File: src/sap_settings.svh
`ifndef SAP_SETTINGS_SVH
`define SAP_SETTINGS_SVH

// widths shared by every block of the machine

`define SAP_WORD_WIDTH 8  // bus, registers, ram words

`define SAP_ADDR_WIDTH 4  // pc and mar width

`define SAP_RAM_DEPTH 16  // bytes of ram

`define SAP_NUM_STEPS 5   // microsteps per instruction, T0..T4

`endif

File: src/sap_data_pkg.sv
`include "sap_settings.svh"

package sap_data_pkg;

    // one bus or register value
    typedef logic [`SAP_WORD_WIDTH-1:0] word_t;

    // one ram address, also the pc value
    typedef logic [`SAP_ADDR_WIDTH-1:0] addr_t;

    // stored alu condition flags
    typedef struct packed {
        logic carry;  // carry out of the last add/sub
        logic zero;   // last result was all zero
    } flags_t;

    // which block currently owns the shared bus
    typedef enum logic [2:0] {
        SRC_NONE = 3'd0,  // bus idles at zero
        SRC_PC   = 3'd1,  // program counter, zero extended
        SRC_RAM  = 3'd2,  // ram word at mar
        SRC_IR   = 3'd3,  // operand nibble, zero extended
        SRC_A    = 3'd4,  // accumulator
        SRC_ALU  = 3'd5   // alu sum
    } bus_src_e;

endpackage

File: src/sap_ctrl_pkg.sv
`include "sap_settings.svh"

package sap_ctrl_pkg;

    // upper nibble of an instruction
    typedef enum logic [3:0] {
        OP_NOP = 4'd0,
        OP_LDA = 4'd1,   // a <= ram[operand]
        OP_ADD = 4'd2,   // a <= a + ram[operand]
        OP_SUB = 4'd3,   // a <= a - ram[operand]
        OP_STA = 4'd4,   // ram[operand] <= a
        OP_LDI = 4'd5,   // a <= operand
        OP_JMP = 4'd6,
        OP_JC  = 4'd7,   // jump if carry set
        OP_JZ  = 4'd8,   // jump if zero set
        OP_CLF = 4'd9,   // clear both flags
        OP_OUT = 4'd14,  // out register <= a
        OP_HLT = 4'd15
    } opcode_e;

    // microstep within one instruction
    typedef enum logic [$clog2(`SAP_NUM_STEPS)-1:0] {
        T0 = 'd0,  // pc to mar
        T1 = 'd1,  // ram to ir, pc + 1
        T2 = 'd2,
        T3 = 'd3,
        T4 = 'd4
    } step_e;

    // all strobes from the sequencer, one bit each
    typedef struct packed {
        logic pc_oe;      // bus output enables, one hot or none
        logic ram_oe;
        logic ir_oe;
        logic a_oe;
        logic alu_oe;
        logic mar_load;   // load strobes
        logic ram_we;
        logic ir_load;
        logic a_load;
        logic b_load;
        logic out_load;
        logic pc_load;
        logic pc_inc;     // remaining strobes
        logic subtract;
        logic flag_load;
        logic flag_clr;
        logic halt;
    } ctrl_word_t;

endpackage

File: src/alu.sv
`timescale 1ns/1ps

`include "sap_settings.svh"

module alu (
    input  logic                     clk,
    input  logic                     rst_n,
    input  sap_ctrl_pkg::ctrl_word_t ctrl,
    input  sap_data_pkg::word_t      a,
    input  sap_data_pkg::word_t      b,
    output sap_data_pkg::word_t      result,
    output sap_data_pkg::flags_t     flags
);

    import sap_data_pkg::*;

    word_t                   b_eff;    // b or its complement
    logic [`SAP_WORD_WIDTH:0] sum_ext; // sum with carry bit on top
    word_t                   sum;
    flags_t                  flag_d;   // next flag value

    // two's complement subtract: invert b, carry in of one
    assign b_eff   = ctrl.subtract ? ~b : b;
    assign sum_ext = {1'b0, a} + {1'b0, b_eff} + {{`SAP_WORD_WIDTH{1'b0}}, ctrl.subtract};
    assign sum     = sum_ext[`SAP_WORD_WIDTH-1:0];

    assign flag_d.carry = sum_ext[`SAP_WORD_WIDTH]; // for sub, set when a >= b
    assign flag_d.zero  = (sum == '0);               // whole word zero

    // result only while the alu owns the bus
    assign result = ctrl.alu_oe ? sum : '0;

    always_ff @(posedge clk or negedge rst_n) begin
        if (!rst_n) begin
            flags <= '0;
        end else if (ctrl.flag_clr) begin // clear wins over load
            flags <= '0;
        end else if (ctrl.flag_load) begin
            flags <= flag_d;
        end
    end

endmodule

File: src/program_counter.sv
`timescale 1ns/1ps

`include "sap_settings.svh"

module program_counter (
    input  logic                     clk,
    input  logic                     rst_n,
    input  logic                     run,
    input  sap_ctrl_pkg::ctrl_word_t ctrl,
    input  sap_data_pkg::word_t      bus,
    output sap_data_pkg::addr_t      pc
);

    import sap_data_pkg::*;

    addr_t jump_target;  // low nibble of the bus

    assign jump_target = bus[`SAP_ADDR_WIDTH-1:0];

    always_ff @(posedge clk or negedge rst_n) begin
        if (!rst_n) begin
            pc <= '0;
        end else if (!run) begin
            pc <= '0;              // next run starts at address 0
        end else if (ctrl.pc_load) begin
            pc <= jump_target;     // jumps take priority
        end else if (ctrl.pc_inc) begin
            pc <= pc + 1'b1;       // wraps at 16
        end
    end

endmodule

File: src/memory_unit.sv
`timescale 1ns/1ps

`include "sap_settings.svh"

module memory_unit (
    input  logic                     clk,
    input  logic                     rst_n,
    input  logic                     run,
    input  sap_ctrl_pkg::ctrl_word_t ctrl,
    input  sap_data_pkg::word_t      bus,
    input  logic                     prog_we,
    input  sap_data_pkg::addr_t      prog_addr,
    input  sap_data_pkg::word_t      prog_data,
    output sap_data_pkg::word_t      ram_data
);

    import sap_data_pkg::*;

    addr_t mar;                        // memory address register
    word_t ram [`SAP_RAM_DEPTH];       // program and data store
    logic  cpu_we;                     // write from the bus
    logic  load_we;                    // write from the load port

    assign cpu_we  = run && ctrl.ram_we;
    assign load_we = !run && prog_we;  // loader only while stopped

    always_ff @(posedge clk or negedge rst_n) begin
        if (!rst_n) begin
            mar <= '0;
        end else if (!run) begin
            mar <= '0;
        end else if (ctrl.mar_load) begin
            mar <= bus[`SAP_ADDR_WIDTH-1:0]; // address from low nibble
        end
    end

    // ram writes from the bus or the loader
    always_ff @(posedge clk) begin
        if (cpu_we) begin
            ram[mar] <= bus;               // STA path
        end else if (load_we) begin
            ram[prog_addr] <= prog_data;   // testbench loader
        end
    end

    // asynchronous read at the mar
    assign ram_data = ram[mar];

endmodule

File: src/register_block.sv
`timescale 1ns/1ps

module register_block (
    input  logic                     clk,
    input  logic                     rst_n,
    input  sap_ctrl_pkg::ctrl_word_t ctrl,
    input  sap_data_pkg::word_t      bus,
    output sap_data_pkg::word_t      a,
    output sap_data_pkg::word_t      b,
    output sap_data_pkg::word_t      out_data,
    output logic                     out_valid
);

    // accumulator
    always_ff @(posedge clk or negedge rst_n) begin
        if (!rst_n) begin
            a <= '0;
        end else if (ctrl.a_load) begin
            a <= bus;
        end
    end

    // second alu operand, only fed from ram
    always_ff @(posedge clk or negedge rst_n) begin
        if (!rst_n) begin
            b <= '0;
        end else if (ctrl.b_load) begin
            b <= bus;
        end
    end

    // output register takes a directly, not from the bus
    always_ff @(posedge clk or negedge rst_n) begin
        if (!rst_n) begin
            out_data  <= '0;
            out_valid <= 1'b0;
        end else begin
            out_valid <= ctrl.out_load;   // one cycle pulse per OUT
            if (ctrl.out_load) begin
                out_data <= a;            // held until next OUT
            end
        end
    end

endmodule

File: src/sequencer.sv
`timescale 1ns/1ps

module sequencer (
    input  logic                     clk,
    input  logic                     rst_n,
    input  logic                     run,
    input  sap_data_pkg::word_t      bus,
    input  sap_data_pkg::flags_t     flags,
    output sap_data_pkg::addr_t      operand,
    output sap_ctrl_pkg::ctrl_word_t ctrl,
    output logic                     halted
);

    import sap_data_pkg::*;
    import sap_ctrl_pkg::*;

    word_t      ir;         // instruction register
    opcode_e    opcode;
    step_e      step;
    step_e      step_next;
    ctrl_word_t ctrl_raw;   // microcode before run/halt gating

    assign opcode  = opcode_e'(ir[7:4]);
    assign operand = ir[3:0];

    assign step_next = (step == T4) ? T0 : step_e'(step + 1'b1);

    always_ff @(posedge clk or negedge rst_n) begin
        if (!rst_n) begin
            step <= T0;
        end else if (!run) begin
            step <= T0;             // ready for a fresh start
        end else if (!halted) begin
            step <= step_next;      // frozen once halted
        end
    end

    always_ff @(posedge clk or negedge rst_n) begin
        if (!rst_n) begin
            ir <= '0;
        end else if (!run) begin
            ir <= '0;
        end else if (ctrl.ir_load) begin
            ir <= bus;
        end
    end

    always_ff @(posedge clk or negedge rst_n) begin
        if (!rst_n) begin
            halted <= 1'b0;
        end else if (!run) begin
            halted <= 1'b0;         // run low releases halt
        end else if (ctrl.halt) begin
            halted <= 1'b1;
        end
    end

    // microcode, one row per step
    always_comb begin
        ctrl_raw = '0;
        case (step)
            T0: begin
                ctrl_raw.pc_oe    = 1'b1;   // pc to mar
                ctrl_raw.mar_load = 1'b1;
            end
            T1: begin
                ctrl_raw.ram_oe  = 1'b1;    // fetch into ir
                ctrl_raw.ir_load = 1'b1;
                ctrl_raw.pc_inc  = 1'b1;
            end
            T2: begin
                case (opcode)
                    OP_LDA, OP_ADD, OP_SUB, OP_STA: begin
                        ctrl_raw.ir_oe    = 1'b1;  // operand to mar
                        ctrl_raw.mar_load = 1'b1;
                    end
                    OP_LDI: begin
                        ctrl_raw.ir_oe  = 1'b1;    // immediate nibble into a
                        ctrl_raw.a_load = 1'b1;
                    end
                    OP_JMP: begin
                        ctrl_raw.ir_oe   = 1'b1;
                        ctrl_raw.pc_load = 1'b1;
                    end
                    OP_JC: begin
                        ctrl_raw.ir_oe   = flags.carry; // taken only on carry
                        ctrl_raw.pc_load = flags.carry;
                    end
                    OP_JZ: begin
                        ctrl_raw.ir_oe   = flags.zero;
                        ctrl_raw.pc_load = flags.zero;
                    end
                    OP_CLF:  ctrl_raw.flag_clr = 1'b1;
                    OP_OUT:  ctrl_raw.out_load = 1'b1;
                    OP_HLT:  ctrl_raw.halt     = 1'b1;
                    default: ctrl_raw = '0;        // NOP and unused codes
                endcase
            end
            T3: begin
                case (opcode)
                    OP_LDA: begin
                        ctrl_raw.ram_oe = 1'b1;
                        ctrl_raw.a_load = 1'b1;
                    end
                    OP_ADD, OP_SUB: begin
                        ctrl_raw.ram_oe = 1'b1;    // operand into b
                        ctrl_raw.b_load = 1'b1;
                    end
                    OP_STA: begin
                        ctrl_raw.a_oe   = 1'b1;
                        ctrl_raw.ram_we = 1'b1;
                    end
                    default: ctrl_raw = '0;
                endcase
            end
            T4: begin
                if (opcode == OP_ADD || opcode == OP_SUB) begin
                    ctrl_raw.alu_oe    = 1'b1;     // sum back into a
                    ctrl_raw.a_load    = 1'b1;
                    ctrl_raw.flag_load = 1'b1;
                    ctrl_raw.subtract  = (opcode == OP_SUB);
                end
            end
            default: ctrl_raw = '0;
        endcase
    end

    // all strobes quiet when stopped or halted
    assign ctrl = (run && !halted) ? ctrl_raw : '0;

endmodule

File: src/sap_cpu.sv
`timescale 1ns/1ps

module sap_cpu (
    input  logic                clk,
    input  logic                rst_n,
    input  logic                run,
    input  logic                prog_we,
    input  sap_data_pkg::addr_t prog_addr,
    input  sap_data_pkg::word_t prog_data,
    output sap_data_pkg::word_t out_data,
    output logic                out_valid,
    output logic                halted
);

    import sap_data_pkg::*;
    import sap_ctrl_pkg::*;

    ctrl_word_t ctrl;
    word_t      bus;        // the one shared bus
    bus_src_e   bus_src;
    addr_t      pc;
    addr_t      operand;    // ir low nibble
    word_t      ram_data;
    word_t      a;
    word_t      b;
    word_t      alu_result;
    flags_t     flags;

    // encode the active output enable
    always_comb begin
        if (ctrl.pc_oe)       bus_src = SRC_PC;
        else if (ctrl.ram_oe) bus_src = SRC_RAM;
        else if (ctrl.ir_oe)  bus_src = SRC_IR;
        else if (ctrl.a_oe)   bus_src = SRC_A;
        else if (ctrl.alu_oe) bus_src = SRC_ALU;
        else                  bus_src = SRC_NONE;
    end

    always_comb begin
        case (bus_src)
            SRC_PC:  bus = word_t'(pc);       // zero extended
            SRC_RAM: bus = ram_data;
            SRC_IR:  bus = word_t'(operand);  // zero extended
            SRC_A:   bus = a;
            SRC_ALU: bus = alu_result;
            default: bus = '0;                // idle bus reads zero
        endcase
    end

    alu u_alu (.clk(clk), .rst_n(rst_n), .ctrl(ctrl), .a(a), .b(b),
        .result(alu_result), .flags(flags));

    program_counter u_pc (.clk(clk), .rst_n(rst_n), .run(run), .ctrl(ctrl),
        .bus(bus), .pc(pc));

    memory_unit u_mem (.clk(clk), .rst_n(rst_n), .run(run), .ctrl(ctrl),
        .bus(bus), .prog_we(prog_we), .prog_addr(prog_addr),
        .prog_data(prog_data), .ram_data(ram_data));

    register_block u_regs (.clk(clk), .rst_n(rst_n), .ctrl(ctrl), .bus(bus),
        .a(a), .b(b), .out_data(out_data), .out_valid(out_valid));

    sequencer u_seq (.clk(clk), .rst_n(rst_n), .run(run), .bus(bus),
        .flags(flags), .operand(operand), .ctrl(ctrl), .halted(halted));

endmodule

File: config.mk
export PLATFORM = sky130hd
export DESIGN_NAME = sap_cpu
export DESIGN_NICKNAME = d
export VERILOG_FILES = /design/src/sap_data_pkg.sv /design/src/sap_ctrl_pkg.sv /design/src/alu.sv /design/src/program_counter.sv /design/src/memory_unit.sv /design/src/register_block.sv /design/src/sequencer.sv /design/src/sap_cpu.sv
export VERILOG_INCLUDE_DIRS = /design/src
export SDC_FILE = /design/constraint.sdc
export NUM_CORES = 1
export LEC_CHECK = 0
export ABC_AREA = 1
export BUFFER_PORTS_ARGS = -buffer_cell sky130_fd_sc_hd__buf_4
export CAP_MARGIN = 10
export CORE_ASPECT_RATIO = 1.75
export CORE_MARGIN = 2
export CORE_UTILIZATION = 50
export DETAILED_ROUTE_END_ITERATION = 10
export PLACE_DENSITY = 0.71
export REMOVE_ABC_BUFFERS = 1
export SYNTH_ARGS = -nofsm -noshare
export SYNTH_HDL_FRONTEND = slang
export SYNTH_SLANG_ARGS = --single-unit
export TNS_END_PERCENT = 50
File: constraint.sdc
create_clock -name clk -period 4.05 [get_ports clk]
set_input_delay 0.81 -clock clk [delete_from_list [all_inputs] [get_ports clk]]
set_output_delay 0.81 -clock clk [all_outputs]
set_load 0.02 [all_outputs]
# Word-level counts from Yosys, hierarchy flattened
# Memory sizes are Yosys's and may differ from the RTL's.
# Index checks and enable logic that the tools add are counted.
[totals]
wordCells = 111
output_inout_bits = 10
ff_bits = 47
inputBits = 16
mem_bits_rw = 128
mem_count = 1
[mem_list]
columns = ["memory", "depth", "word_bits", "rd", "rd_ports_with_merged_regs", "write_ports", "line", "rtl"]
rows = [
  ["u_mem.ram", 16, 8, 1, 0, 1, "memory_unit.sv:20", "word_t ram [`SAP_RAM_DEPTH];"],
]
[classes]
n_reduce_logical = 14
bitwise_logic = 1
n_mux = 55
eq_ne = 25
n_addsub = 4
[op_table]
columns = ["op", "count"]
rows = [
  ["$mux 8", 5],
  ["$pmux 8 s5", 1],
  ["$mux 3", 8],
  ["$mux 4", 6],
  ["$mux 1", 22],
  ["$mux 17", 1],
  ["$eq 4x3->1 const B", 4],
  ["$eq 4x4->1 const B", 4],
  ["$eq 3x2->1 const B", 4],
  ["$mux 2", 5],
  ["$add 8x8->9", 1],
  ["$add 9x1->9", 1],
  ["$eq 3x3->1 const B", 3],
  ["$pmux 1 s3", 3],
  ["$eq 4x2->1 const B", 2],
  ["$logic_not 8->1", 1],
  ["$not 8->8", 1],
  ["$reduce_or 8->1", 1],
  ["$eq 3x1->1 const B", 2],
  ["$ne 2x1->1 const B", 3],
  ["$pmux 3 s2", 1],
  ["$reduce_or 6->1", 1],
  ["$add 4x1->4 const B", 1],
  ["$eq 4x1->1 const B", 1],
  ["13 further kinds", 17],
]

# Logic depth before layout (Yosys ltp)
# Gate-level depths: netlist (run 1).
[logic_depth]
word_depth = 14
depth_mapped = 20
ltp_nobuf = 20

# Cells and area by module
# From an unflattened synthesis (run 1), not the netlist that was laid out.
[unflattened]
hier_cells = 1023
hier_area_um2 = 9022.4
[modules_own_cells]
columns = ["module", "area_each_um2", "cells_per_inst", "seq_area_each_um2", "n_inst"]
rows = [
  ["memory_unit", 5944.5, 582, 3943.8, 1],
  ["register_block", 940.9, 103, 625.6, 1],
  ["sequencer", 867.1, 127, 300.3, 1],
  ["alu", 683.2, 116, 50.0, 1],
  ["sap_cpu", 335.3, 62, 0.0, 1],
  ["program_counter", 251.5, 33, 100.1, 1],
]

# Least setup slack after synthesis (run 1)
# Ideal clock, no wire load.
[synth_path]
path_kind = "input to register"
from = "in run"
to = "mem u_mem.ram[0][6] (netlist bit), data pin"
arrival_time_ns = 2.875
setup_time_ns = 0.359
required_time_ns = 3.691
slack_ns = 0.816
path_buffers = 0
stages = 16
cell_sequence = "nand2_2 > nor2_4 > nand2_4 > xnor2_1 > inv_1 > fa_1 > nand3b_1 > nand2_1 > nand2_1 > nand2_1 > nand2_1 > nand2_1 > xor2_1 > nor2_1 > nor2_1 > o211ai_1"
[synth_between]
elab_chain_cells = 10
word_cells_on_any_way = 25
cone_classes = "add/sub (2); eq/ne (5); mux (13); reduce/logical (5)"
[synth_rtl]
columns = ["item", "line", "rtl"]
rows = [
  ["from (decl)", "sap_cpu.sv:6", "input logic run,"],
  ["branches (longest 9 deep; another with $add 8x8->9)", "-", ""],
  ["$mux 8 (no source line) *", "-", ""],
  ["to (decl)", "memory_unit.sv:20", ""],
]
# Mark *: on every way between the ends.

# Worst setup path after layout (run 1)
[layout_path]
from = "reg u_seq.step[0]"
to = "mem u_mem.ram[10][7] (netlist bit), data pin"
[layout_between]
elab_chain_cells = 11
word_cells_on_any_way = 32
cone_classes = "add/sub (2); eq/ne (9); mux (18); reduce/logical (3)"
[layout_rtl]
columns = ["item", "line", "rtl"]
rows = [
  ["from (decl)", "sequencer.sv:19", "step_e step;"],
  ["from (signal assigned)", "sequencer.sv:34", "step <= step_next;"],
  ["$eq 3x3->1", "sequencer.sv:61", "case (step)"],
  ["$mux 1", "-", ""],
  ["$mux 17 *", "sequencer.sv:129", "assign ctrl = (run && !halted) ? ctrl_raw : '0;"],
  ["branches (longest 7 deep; another with $add 8x8->9)", "-", ""],
  ["$mux 8 (no source line) *", "-", ""],
]
# Marks and branches as above.

==> run metrics, run 1 <==
worst hold margin 0.3822 ns; power share of the clock group 38.9%; Resized Gates After CTS 0; global-route wire length before repair 31380 microns; skew final 0.01245 ns; Synth Cell Area 0.008192 sq mm; minimum setup slack among reg-to-reg paths 0.51 ns; htree depth 4; number of warning messages in the yosys log 0; Std-Cell Rows 61; x dimension of the die 100.8 microns; switching power of the nets 1.054 mW; cell types occupying the most area after synthesis edfxtp_1 47%, dfrtp_1 14%, nand2_1 12%, nand3_1 6.5%, nor2_1 3.0%; placeable core area 0.01595 sq mm; die outline area 0.01746 sq mm; final setup violating endpoints 0; TNS Setup 0 ns; Clock Tree Buf Depth 2; number of register bits inferred by synthesis 175; peak fanout along the critical path 16; final setup margin 0.5148 ns; clock-pin slew reported for the worst setup and hold paths after clock tree synthesis 0.07 ns; input/output buffers 25; asr flop ratio synth 26.86%; number of vias in the routed layout 6046; dominant synthesized flop cell edfxtp_1; number of antenna violations at the first check in global routing 0; grt total ovfl 0; portion of synthesized cell area occupied by the leading cell type 46.92%; Cell Pwr Density 437.5 mW/mm^2; Root Driver clkbuf_16; maximum vdd drop 302.9 uV; switching part of the total 26.14%; actual transition at the worst max-transition pin 0.8543 ns; number of instances in the synthesized netlist 840; Mapped Avg Cell Area 9.752 sq um; post-route clock period utilization 87.29%; data required time at the worst endpoint 4.05 ns; Post-Place Worst Slack 0.2071 ns; Total Power 4.034 mW; Hold Fails Final Rpt 0; sequential fraction of the synthesis area 61.28%; maximum clock rate 282.9 MHz; data arrival time of the worst path 3.53 ns; vias in the first global route 6067; count of clock tree sinks 175; CTS tree yes; crit path capture type flop; cell taking the most area after synthesis edfxtp_1; unrepaired setup endpoints after global routing no; number of buffers created by CTS 17; Post-route DRC 0; launching element type of the critical path flop; type of the worst setup path reg2reg; Tmin final 3.535 ns; Pre-Repair DR Iteration Count 6; antenna diode count 0; largest net degree at the start of global routing 54; post-DR wirelength/cell 18.71 microns; cell with the most instances after synthesis nand2_1; global placer's final weighted congestion 0.8999; share of cells above drive strength 1 12.71%; initial core utilization 51.35%; combinational cell fraction of total power 11.3%; max-capacitance violation count 0; clock insertion delay at the later pin of the skew report 0.44 ns; number of flops mapped to enable cells by yosys 128; register share of total power 49.7%; count of boundary I/O pins 26; HPWL Detailed 14150 microns; count of antenna-violating nets left after detailed routing 0; Routed WL 20170 microns; synth unique cells 43; GRT Total Usage 24.07%; internal power consumption 2.980 mW; result of the run finished, final reports clean; Area Overhead vs Synth 12.57%; top cell types by occurrence after synthesis 267 x nand2_1, 128 x edfxtp_1, 107 x nand3_1; final number of max-transition violations 0; mean number of vias per cell 5.609; Leakage 3.958 nW; Iter 0 DRT Violations 491; Hold/Removal Path Class in2async; slew margin rel. 42.84%; Die Y-Extent 173.3 microns; number of nets in the final layout 906
-- kinds of logic (layout without fill, tap and decap cells) --
| family | Yosys count | count (layout) | share of synthesized area [%] |
|---|---|---|---|
| simple gates | 472 | 472 | 24.85 |
| compound gates | 87 | 87 | 6.308 |
| xor+xnor | 13 | 13 | 1.390 |
| buf+inv | 79 | 128 | 3.941 |
| fa+ha+maj | 14 | 14 | 2.230 |
| flops | 175 | 175 | 61.28 |
-- layout make-up --
| class | count | area [sq um] |
|---|---|---|
| Inverter | 51 | 191.4 |
| Tap cell | 189 | 236.5 |
| Timing Repair Buffer | 45 | 350.3 |
| Fill cell | 1373 | 6730 |
| Clock inverter | 13 | 97.59 |
| Multi-Input combinational cell | 586 | 2849 |
| Clock buffer | 19 | 475.5 |
| Sequential cell | 175 | 5021 |
-- what timing repair did --
action                     CTS  global route
setup buffers                0             1
setup endpoints to repair    0            16
hold buffers                 0             0
-- critical path, stage by stage (launching register included) --
cell      delay (ns)
dfrtp_1         0.46
inv_1           0.15
ha_1            0.18
nand2_1         0.13
nor2_4          0.18
nand2_4         0.13
xnor2_1         0.15
ha_1            0.33
a21oi_1         0.29
nor2_1          0.07
a211oi_1        0.17
nand2_1         0.11
nand3_1         0.10
nand3_1         0.09
nand3_1         0.11
nand3_1         0.43
-- stage by stage --
step	util [%]	cells	area (sq um)
after global routing	57.81	1078	9221
final	57.81	1078	9221
after CTS	57.76	1077	9214
after floorplan	-	812	8060
after detailed placement	54.17	1045	8641
after global placement	54.17	1045	8641
-- flip-flops by register name (all words and copies together) (netlist names), 3 cells and up --
signal	count
u_mem.mar	4
u_mem.ram	128
u_pc.pc	4
u_regs.a	8
u_regs.b	8
u_regs.out_data	8
u_seq.ir	8
u_seq.step	3
-- power by group through the flow --
stage	clock, mW	sequential (mW)	combinational [mW]
CTS	1.59	2.01	0.456
global placement	0	2.04	0.447
detailed placement	0	2.04	0.455
finish	1.57	2.01	0.457
global route	1.65	2.01	0.507
floorplan	0	2.05	0.262
-- cells in the final DEF (no fill, tap or decap), types with 3 or more instances in the layout --
cell and count:
nand3_1 107, buf_4 44, nand4_1 4, and2_0 3
a31oi_1 3, inv_6 4, a21oi_1 15, o21ai_1 5
clkinv_1 3, xnor2_1 9, o21ai_0 40, inv_2 8
xor2_1 4, o22ai_1 10, inv_4 4, nor2_2 7
ha_1 13, edfxtp_1 128, nand2_4 4, nand2_1 267
nand2_2 5, o21ai_2 3, inv_1 40, dfrtp_1 46
nor2_1 65, clkbuf_16 19
-- layer usage --
layer  wire length [microns]  vias up  GRT usage [%]
met3                     786       50          3.911
met5                       0        -              0
met4                     940        0          13.64
li1                        -     2920              -
met2                   11210      173          44.92
met1                    7238     2903          24.44
-- worst paths after layout --
check                                    from                 end  cells past startpoint
setup / recovery                u_seq.step[0]    u_mem.ram[10][7]                     15
hold / removal                          rst_n  u_regs.out_data[5]                      1
setup reg to reg                u_seq.step[0]    u_mem.ram[10][7]                     15
hold reg to reg            u_regs.out_data[4]  u_regs.out_data[4]                      2
max in group asynchronous               rst_n        u_mem.mar[0]                      1
min in group clk           u_regs.out_data[4]  u_regs.out_data[4]                      2
No activity file was read; power rests on OpenSTA's default activity.
==> run 2: changes to the inputs <==
CORE_MARGIN = 1.5   (was 2)
SKIP_LAST_GASP = 1   (was default)
==> run 2 against run 1 <==
  * Combinational power about the same
  * Clock skew increased by 0.0014 ns
  * Power increased by 1.2%
  * Maximum frequency increased by 0.33%
  * Non-clock buffer count decreased by 6
  * Largest power group unchanged
  * Clock power increased by 3%
  * Worst setup slack improved by 0.012 ns
  * Critical path depth unchanged
  * Critical path type unchanged
==> run metrics, run 2 (synthesis gave the netlist of run 1 again) <==
input/output buffers 25 (unchanged); post-DR wirelength/cell 18.89 microns (+0.94%); TNS Setup 0 ns (unchanged); internal power consumption 2.941 mW (-1.3%); top register by number of flip-flops u_mem.ram; x dimension of the die 99.76 microns (-0.99%); Area Overhead vs Synth 12.36%; CTS tree yes; post-route clock period utilization 87.00% (-0.29 points); Resized Gates After CTS 0 (unchanged); number of antenna violations at the first check in global routing 0 (unchanged); cells traversed along the worst timing path inv_1 > ha_1 > nand2_1 > nor2_4 > nand2_4 > xnor2_1 > ha_1 > a21oi_1 > nor2_1 > a211oi_1 > nand2_1 > nand3_1 > nand3_1 > nand3_1 > nand3_1; commonest non-fill, non-tap cells in the layout 267 x nand2_1, 128 x edfxtp_1, 107 x nand3_1; Clock Tree Buf Depth 2 (unchanged); Root Driver clkbuf_16; count of buffer and inverter cells on the critical path 1 (unchanged); cell repeated most along the worst path nand3_1; share of cells above drive strength 1 12.12% (-0.59 points); mean number of vias per cell 5.711 (+1.8%); global-route wire length before repair 31460 microns (+0.24%); type of the worst setup path reg2reg; Tmin final 3.523 ns (-0.01174 ns); data arrival time of the worst path 3.51 ns (-0.02 ns); postcts setup bufs 0 (unchanged); antenna diode count 0 (unchanged); global placer's final weighted congestion 0.8665 (-3.7%); die outline area 0.01719 sq mm (-1.6%); initial core utilization 51.35% (unchanged); count of clock tree sinks 175 (unchanged); Post-CTS Hold Fix Bufs 0 (unchanged); clock insertion delay at the later pin of the skew report 0.43 ns (about the same); slowest stage cell on the critical path nand3_1; maximum clock rate 283.8 MHz (+0.33%); power share of the clock group 39.6% (+0.7 points); final setup violating endpoints 0 (unchanged); largest net degree at the start of global routing 67 (+24%); Post-route DRC 0 (unchanged); delay-heaviest family, CP simple AND/OR/NAND/NOR gates; launching element type of the critical path flop; most common cell after layout, fill and taps aside nand2_1; actual transition at the worst max-transition pin 0.8687 ns (+0.01437 ns); max-capacitance violation count 0 (unchanged); number of nets in the final layout 900 (-0.66%); CP max stage delay 0.45 ns (about the same); Leakage 3.940 nW (-0.44%); peak fanout along the critical path 16 (unchanged); Die Y-Extent 172.3 microns (-0.58%); crit path capture type flop; count of boundary I/O pins 26 (unchanged); Post-Layout Inst Area 0.009204 sq mm (-0.19%); Cell Pwr Density 443.5 mW/mm^2 (+1.4%); slew margin rel. 41.87% (-0.96 points); Largest register FFs 128 (unchanged); placeable core area 0.01595 sq mm (unchanged); Hold Fails Final Rpt 0 (unchanged); data required time at the worst endpoint 4.03 ns (-0.02 ns); switching part of the total 27.95% (+1.8 points); final number of max-transition violations 0 (unchanged); Hold/Removal Path Class in2async; maximum vdd drop 272.3 uV (-10%); register share of total power 49.2% (-0.5 points); combinational cell fraction of total power 11.2% (about the same); clock-pin slew reported for the worst setup and hold paths after clock tree synthesis 0.07 ns (about the same); cell area after placement 0.008608 sq mm (-0.38%); GRT Total Usage 24.85% (+0.78 points); Iter 0 DRT Violations 325 (-34%); worst hold margin 0.3863 ns (+0.004109 ns); number of buffers created by CTS 17 (unchanged); vias in the first global route 6144 (+1.3%); switching power of the nets 1.141 mW (+8.2%); Routed WL 20250 microns (+0.38%); HPWL Detailed 13890 microns (-1.8%); unrepaired setup endpoints after global routing no; grt total ovfl 0 (unchanged); count of antenna-violating nets left after detailed routing 0 (unchanged); number of vias in the routed layout 6122 (+1.3%); Pre-Repair DR Iteration Count 5 (-1); Std-Cell Rows 61 (unchanged); skew final 0.01385 ns (+0.001400 ns); htree depth 4 (unchanged); result of the run finished, final reports clean
==> run 2: cell count changes in the layout (fill, tap and decap cells not counted) <==
cell,previous run,this run
buf_4,44,37
inv_8,0,5
inv_4,4,0
clkinv_8,0,3
clkbuf_16,19,17
clkinvlp_4,2,0
buf_12,1,2
clkinv_4,2,1
inv_6,4,5
==> run 2: final timing paths <==
| check | from | end | slack, ns | depth (start not counted) |
|---|---|---|---|---|
| setup / recovery | u_seq.step[0] | u_mem.ram[6][7] | 0.53 | 15 |
| hold / removal | rst_n | u_regs.out_data[5] | 0.39 | 1 |
| setup reg to reg | u_seq.step[0] | u_mem.ram[6][7] | 0.53 | 15 |
| hold reg to reg | u_regs.out_data[0] | u_regs.out_data[0] | 0.48 | 2 |
| max in group asynchronous | rst_n | u_mem.mar[0] | 3.20 | 1 |
| min in group clk | u_regs.out_data[0] | u_regs.out_data[0] | 0.48 | 2 |
==> run 2: final cells by class <==
type                            count  area, sq um
Clock buffer                       17        425.4
Clock inverter                     15        162.7
Fill cell                        1350         6748
Inverter                           51        191.4
Multi-Input combinational cell    586         2849
Sequential cell                   175         5021
Tap cell                          189        236.5
Timing Repair Buffer               39        317.8
==> run 2: stage by stage <==
stage          instances  setup WS [ns]  total power [mW]  util [%]
2_1_floorplan        812         0.3973             2.315         -
3_3_place_gp        1039         0.2902             2.486     53.96
3_5_place_dp        1039         0.2401             2.497     53.96
4_1_cts             1071         0.3321             4.090     57.65
5_1_grt             1072         0.1576             4.205     57.70
6_report            1072         0.5266             4.082     57.70
==> run 2: routing by layer <==
metal,global-route usage (%),part of all wire [%],up-vias
li1,-,-,2914
met2,46.50,55,189
met4,18.25,6.5,0
met5,0,0,-
met3,3.961,4.0,70
met1,24.13,35,2949
==> run 2: power by group through the flow <==
stage          clock (mW)  combinational, mW  sequential [mW]
3_3_place_gp            0              0.441             2.05
5_1_grt              1.69              0.505             2.01
2_1_floorplan           0              0.262             2.05
4_1_cts              1.63              0.454             2.01
6_report             1.62              0.457             2.01
3_5_place_dp            0              0.451             2.05
==> run 3: changes to the inputs <==
CELL_PAD_IN_SITES_DETAIL_PLACEMENT = 1   (was default)
CELL_PAD_IN_SITES_GLOBAL_PLACEMENT = 2   (was default)
CORE_UTILIZATION = 44   (was 50)
PLACE_DENSITY = 0.9   (was 0.71)
clock period = 4.1 ns   (was 4.05 ns; I/O delays follow)
==> run 3 against run 2 <==
  * Design area grew 2.1%
  * Via count grew 2.6%
  * Hold slack better by 0.017 ns
  * Final cell count rose by 5.7%
  * Clock skew barely moved
  * Critical path type unchanged
==> run metrics, run 3 (synthesis gave the netlist of run 1 again) <==
result of the run finished, final reports clean; input/output buffers 25 (unchanged); Post-CTS Hold Fix Bufs 0 (unchanged); Die Y-Extent 183.5 microns (+6.5%); global-route wire length before repair 36780 microns (+17%); switching power of the nets 1.042 mW (-8.7%); register share of total power 47.8% (-1.4 points); CP max stage delay 0.46 ns (about the same); clock-pin slew reported for the worst setup and hold paths after clock tree synthesis 0.07 ns (about the same); post-route clock period utilization 92.32% (+5.3 points); largest net degree at the start of global routing 65 (-3.0%); Hold/Removal Path Class in2async; combinational cell fraction of total power 11.0% (-0.2 points); worst hold margin 0.4036 ns (+0.01734 ns); peak fanout along the critical path 16 (unchanged); endpoint of the most critical register-to-register path u_mem.ram[6][6]; internal power consumption 3.112 mW (+5.8%); Clock Tree Buf Depth 2 (unchanged); Pre-Repair DR Iteration Count 4 (-1); clock insertion delay at the later pin of the skew report 0.43 ns (about the same); Post-Layout Inst Area 0.009399 sq mm (+2.1%); HPWL Detailed 17110 microns (+23%); post-DR wirelength/cell 21.01 microns (+11%); R2R cell count 18 (+3); Iter 0 DRT Violations 331 (+1.8%); max-capacitance violation count 0 (unchanged); Total Power 4.154 mW (+1.8%); number of standard cells in the final layout excluding fillers 1133 (+5.7%); Cell Pwr Density 441.9 mW/mm^2 (-0.36%); GRT Total Usage 25.67% (+0.82 points); count of antenna-violating nets left after detailed routing 0 (unchanged); number of vias in the routed layout 6279 (+2.6%); minimum setup slack among reg-to-reg paths 0.32 ns (-0.21 ns); cell repeated most along the worst path nand2_1; Tmin final 3.785 ns (+0.2616 ns); count of buffer and inverter cells on the critical path 2 (+1); power share of the clock group 41.2% (+1.6 points); final number of max-transition violations 0 (unchanged); Post-Place Worst Slack 0.2167 ns (-0.02340 ns); Largest register FFs 128 (unchanged); number of buffers created by CTS 17 (unchanged); final setup margin 0.3150 ns (-0.2116 ns); final core utilization 51.82% (-5.9 points); type of the worst setup path reg2reg; number of antenna violations at the first check in global routing 0 (unchanged); reg2reg start u_seq.step[0]; postcts setup bufs 0 (unchanged); number of cells in the design after placement 1101 (+6.0%); skew final 0.01337 ns (-0.0004773 ns); x dimension of the die 106.1 microns (+6.4%); Std-Cell Rows 65 (+6.6%); number of nets in the final layout 916 (+1.8%); Leakage 4.019 nW (+2.0%); launching element type of the critical path flop; htree depth 4 (unchanged); count of boundary I/O pins 26 (unchanged); global placer's final weighted congestion 0.8422 (-2.8%); actual transition at the worst max-transition pin 0.9837 ns (+0.1150 ns); crit path capture type flop; maximum vdd drop 272.3 uV (about the same); switching part of the total 25.08% (-2.9 points); most common cell after layout, fill and taps aside nand2_1; cell area after placement 0.008780 sq mm (+2.0%); Area Overhead vs Synth 14.74%; Root Driver clkbuf_16; Hold Fails Final Rpt 0 (unchanged); maximum clock rate 264.2 MHz (-6.9%); final setup violating endpoints 0 (unchanged); mean number of vias per cell 5.542 (-3.0%); final-layout fill cell count 2029 (+50%); vias in the first global route 6823 (+11%); count of clock tree sinks 175 (unchanged); slew margin rel. 34.35% (-7.5 points); data required time at the worst endpoint 4.12 ns (+0.09 ns); TNS Setup 0 ns (unchanged); slowest stage cell on the critical path dfrtp_1; share of cells above drive strength 1 13.24% (+1.1 points); cells traversed along the worst timing path inv_1 > ha_1 > nand2_1 > nor2_4 > nand2_4 > xnor2_1 > inv_1 > fa_1 > nand3b_1 > nand2_1 > nand2_1 > nand2_1 > nand2_1 > nand2_1 > xor2_1 > nor2_1 > nor2_1 > o211ai_1; CTS tree yes; grt total ovfl 0 (unchanged); commonest non-fill, non-tap cells in the layout 267 x nand2_1, 128 x edfxtp_1, 107 x nand3_1; unrepaired setup endpoints after global routing no; antenna diode count 0 (unchanged); Post-route DRC 0 (unchanged); die outline area 0.01948 sq mm (+13%); data arrival time of the worst path 3.80 ns (+0.29 ns); placeable core area 0.01814 sq mm (+14%); initial core utilization 45.17% (-6.2 points); Routed WL 23810 microns (+18%); top register by number of flip-flops u_mem.ram; Resized Gates After CTS 0 (unchanged); delay-heaviest family, CP simple AND/OR/NAND/NOR gates
==> run 3: cell types whose count changed in the layout (fill, tap and decap cells not counted), moves of 2 or more <==
cell / before / now
bufinv_16: 0 / 4
clkbuf_1: 0 / 2
inv_6: 5 / 1
buf_4: 37 / 54
inv_8: 5 / 1
clkinv_8: 3 / 0
clkinvlp_4: 0 / 4
==> run 3: power groups by stage <==
stage,combinational [mW],sequential [mW],clock [mW]
5_1_grt,0.505,1.99,1.78
6_report,0.457,1.99,1.71
2_1_floorplan,0.259,2.03,0
3_3_place_gp,0.424,2.02,0
4_1_cts,0.462,1.99,1.73
3_5_place_dp,0.455,2.02,0
==> run 3: layout make-up <==
class	instances	area, sq um	share of cell area, %
sequential	175	5021	53.42
multi-input combinational	586	2849	30.31
clock buffer	19	432.9	4.606
timing repair buffer	55	425.4	4.526
tap	234	292.8	3.115
inverter	51	191.4	2.037
clock inverter	13	186.4	1.983
==> run 3: how the worst max path moves through the flow <==
stage / end / slack [ns] / depth (start not counted) / startpoint
after global placement: u_mem.ram[8][6] / 0.40 / 17 / run
after detailed placement: u_mem.ram[8][6] / 0.22 / 17 / run
final: u_mem.ram[6][6] / 0.32 / 18 / u_seq.step[0]
after floorplan: u_mem.ram[0][0] / 0.45 / 10 / u_mem.mar[0]
after global routing: u_mem.ram[10][6] / 0.05 / 18 / u_seq.step[0]
after CTS: u_mem.ram[10][6] / 0.31 / 18 / u_seq.step[0]
==> run 3: metal layers <==
metal  vias to the layer above  GRT usage [%]  wire length (microns)
li1                       2936              -                      -
met5                         -              0                      0
met3                        53          3.970                    766
met1                      3146          24.82                   8135
met4                         0          12.97                    978
met2                       144          50.97                  13930
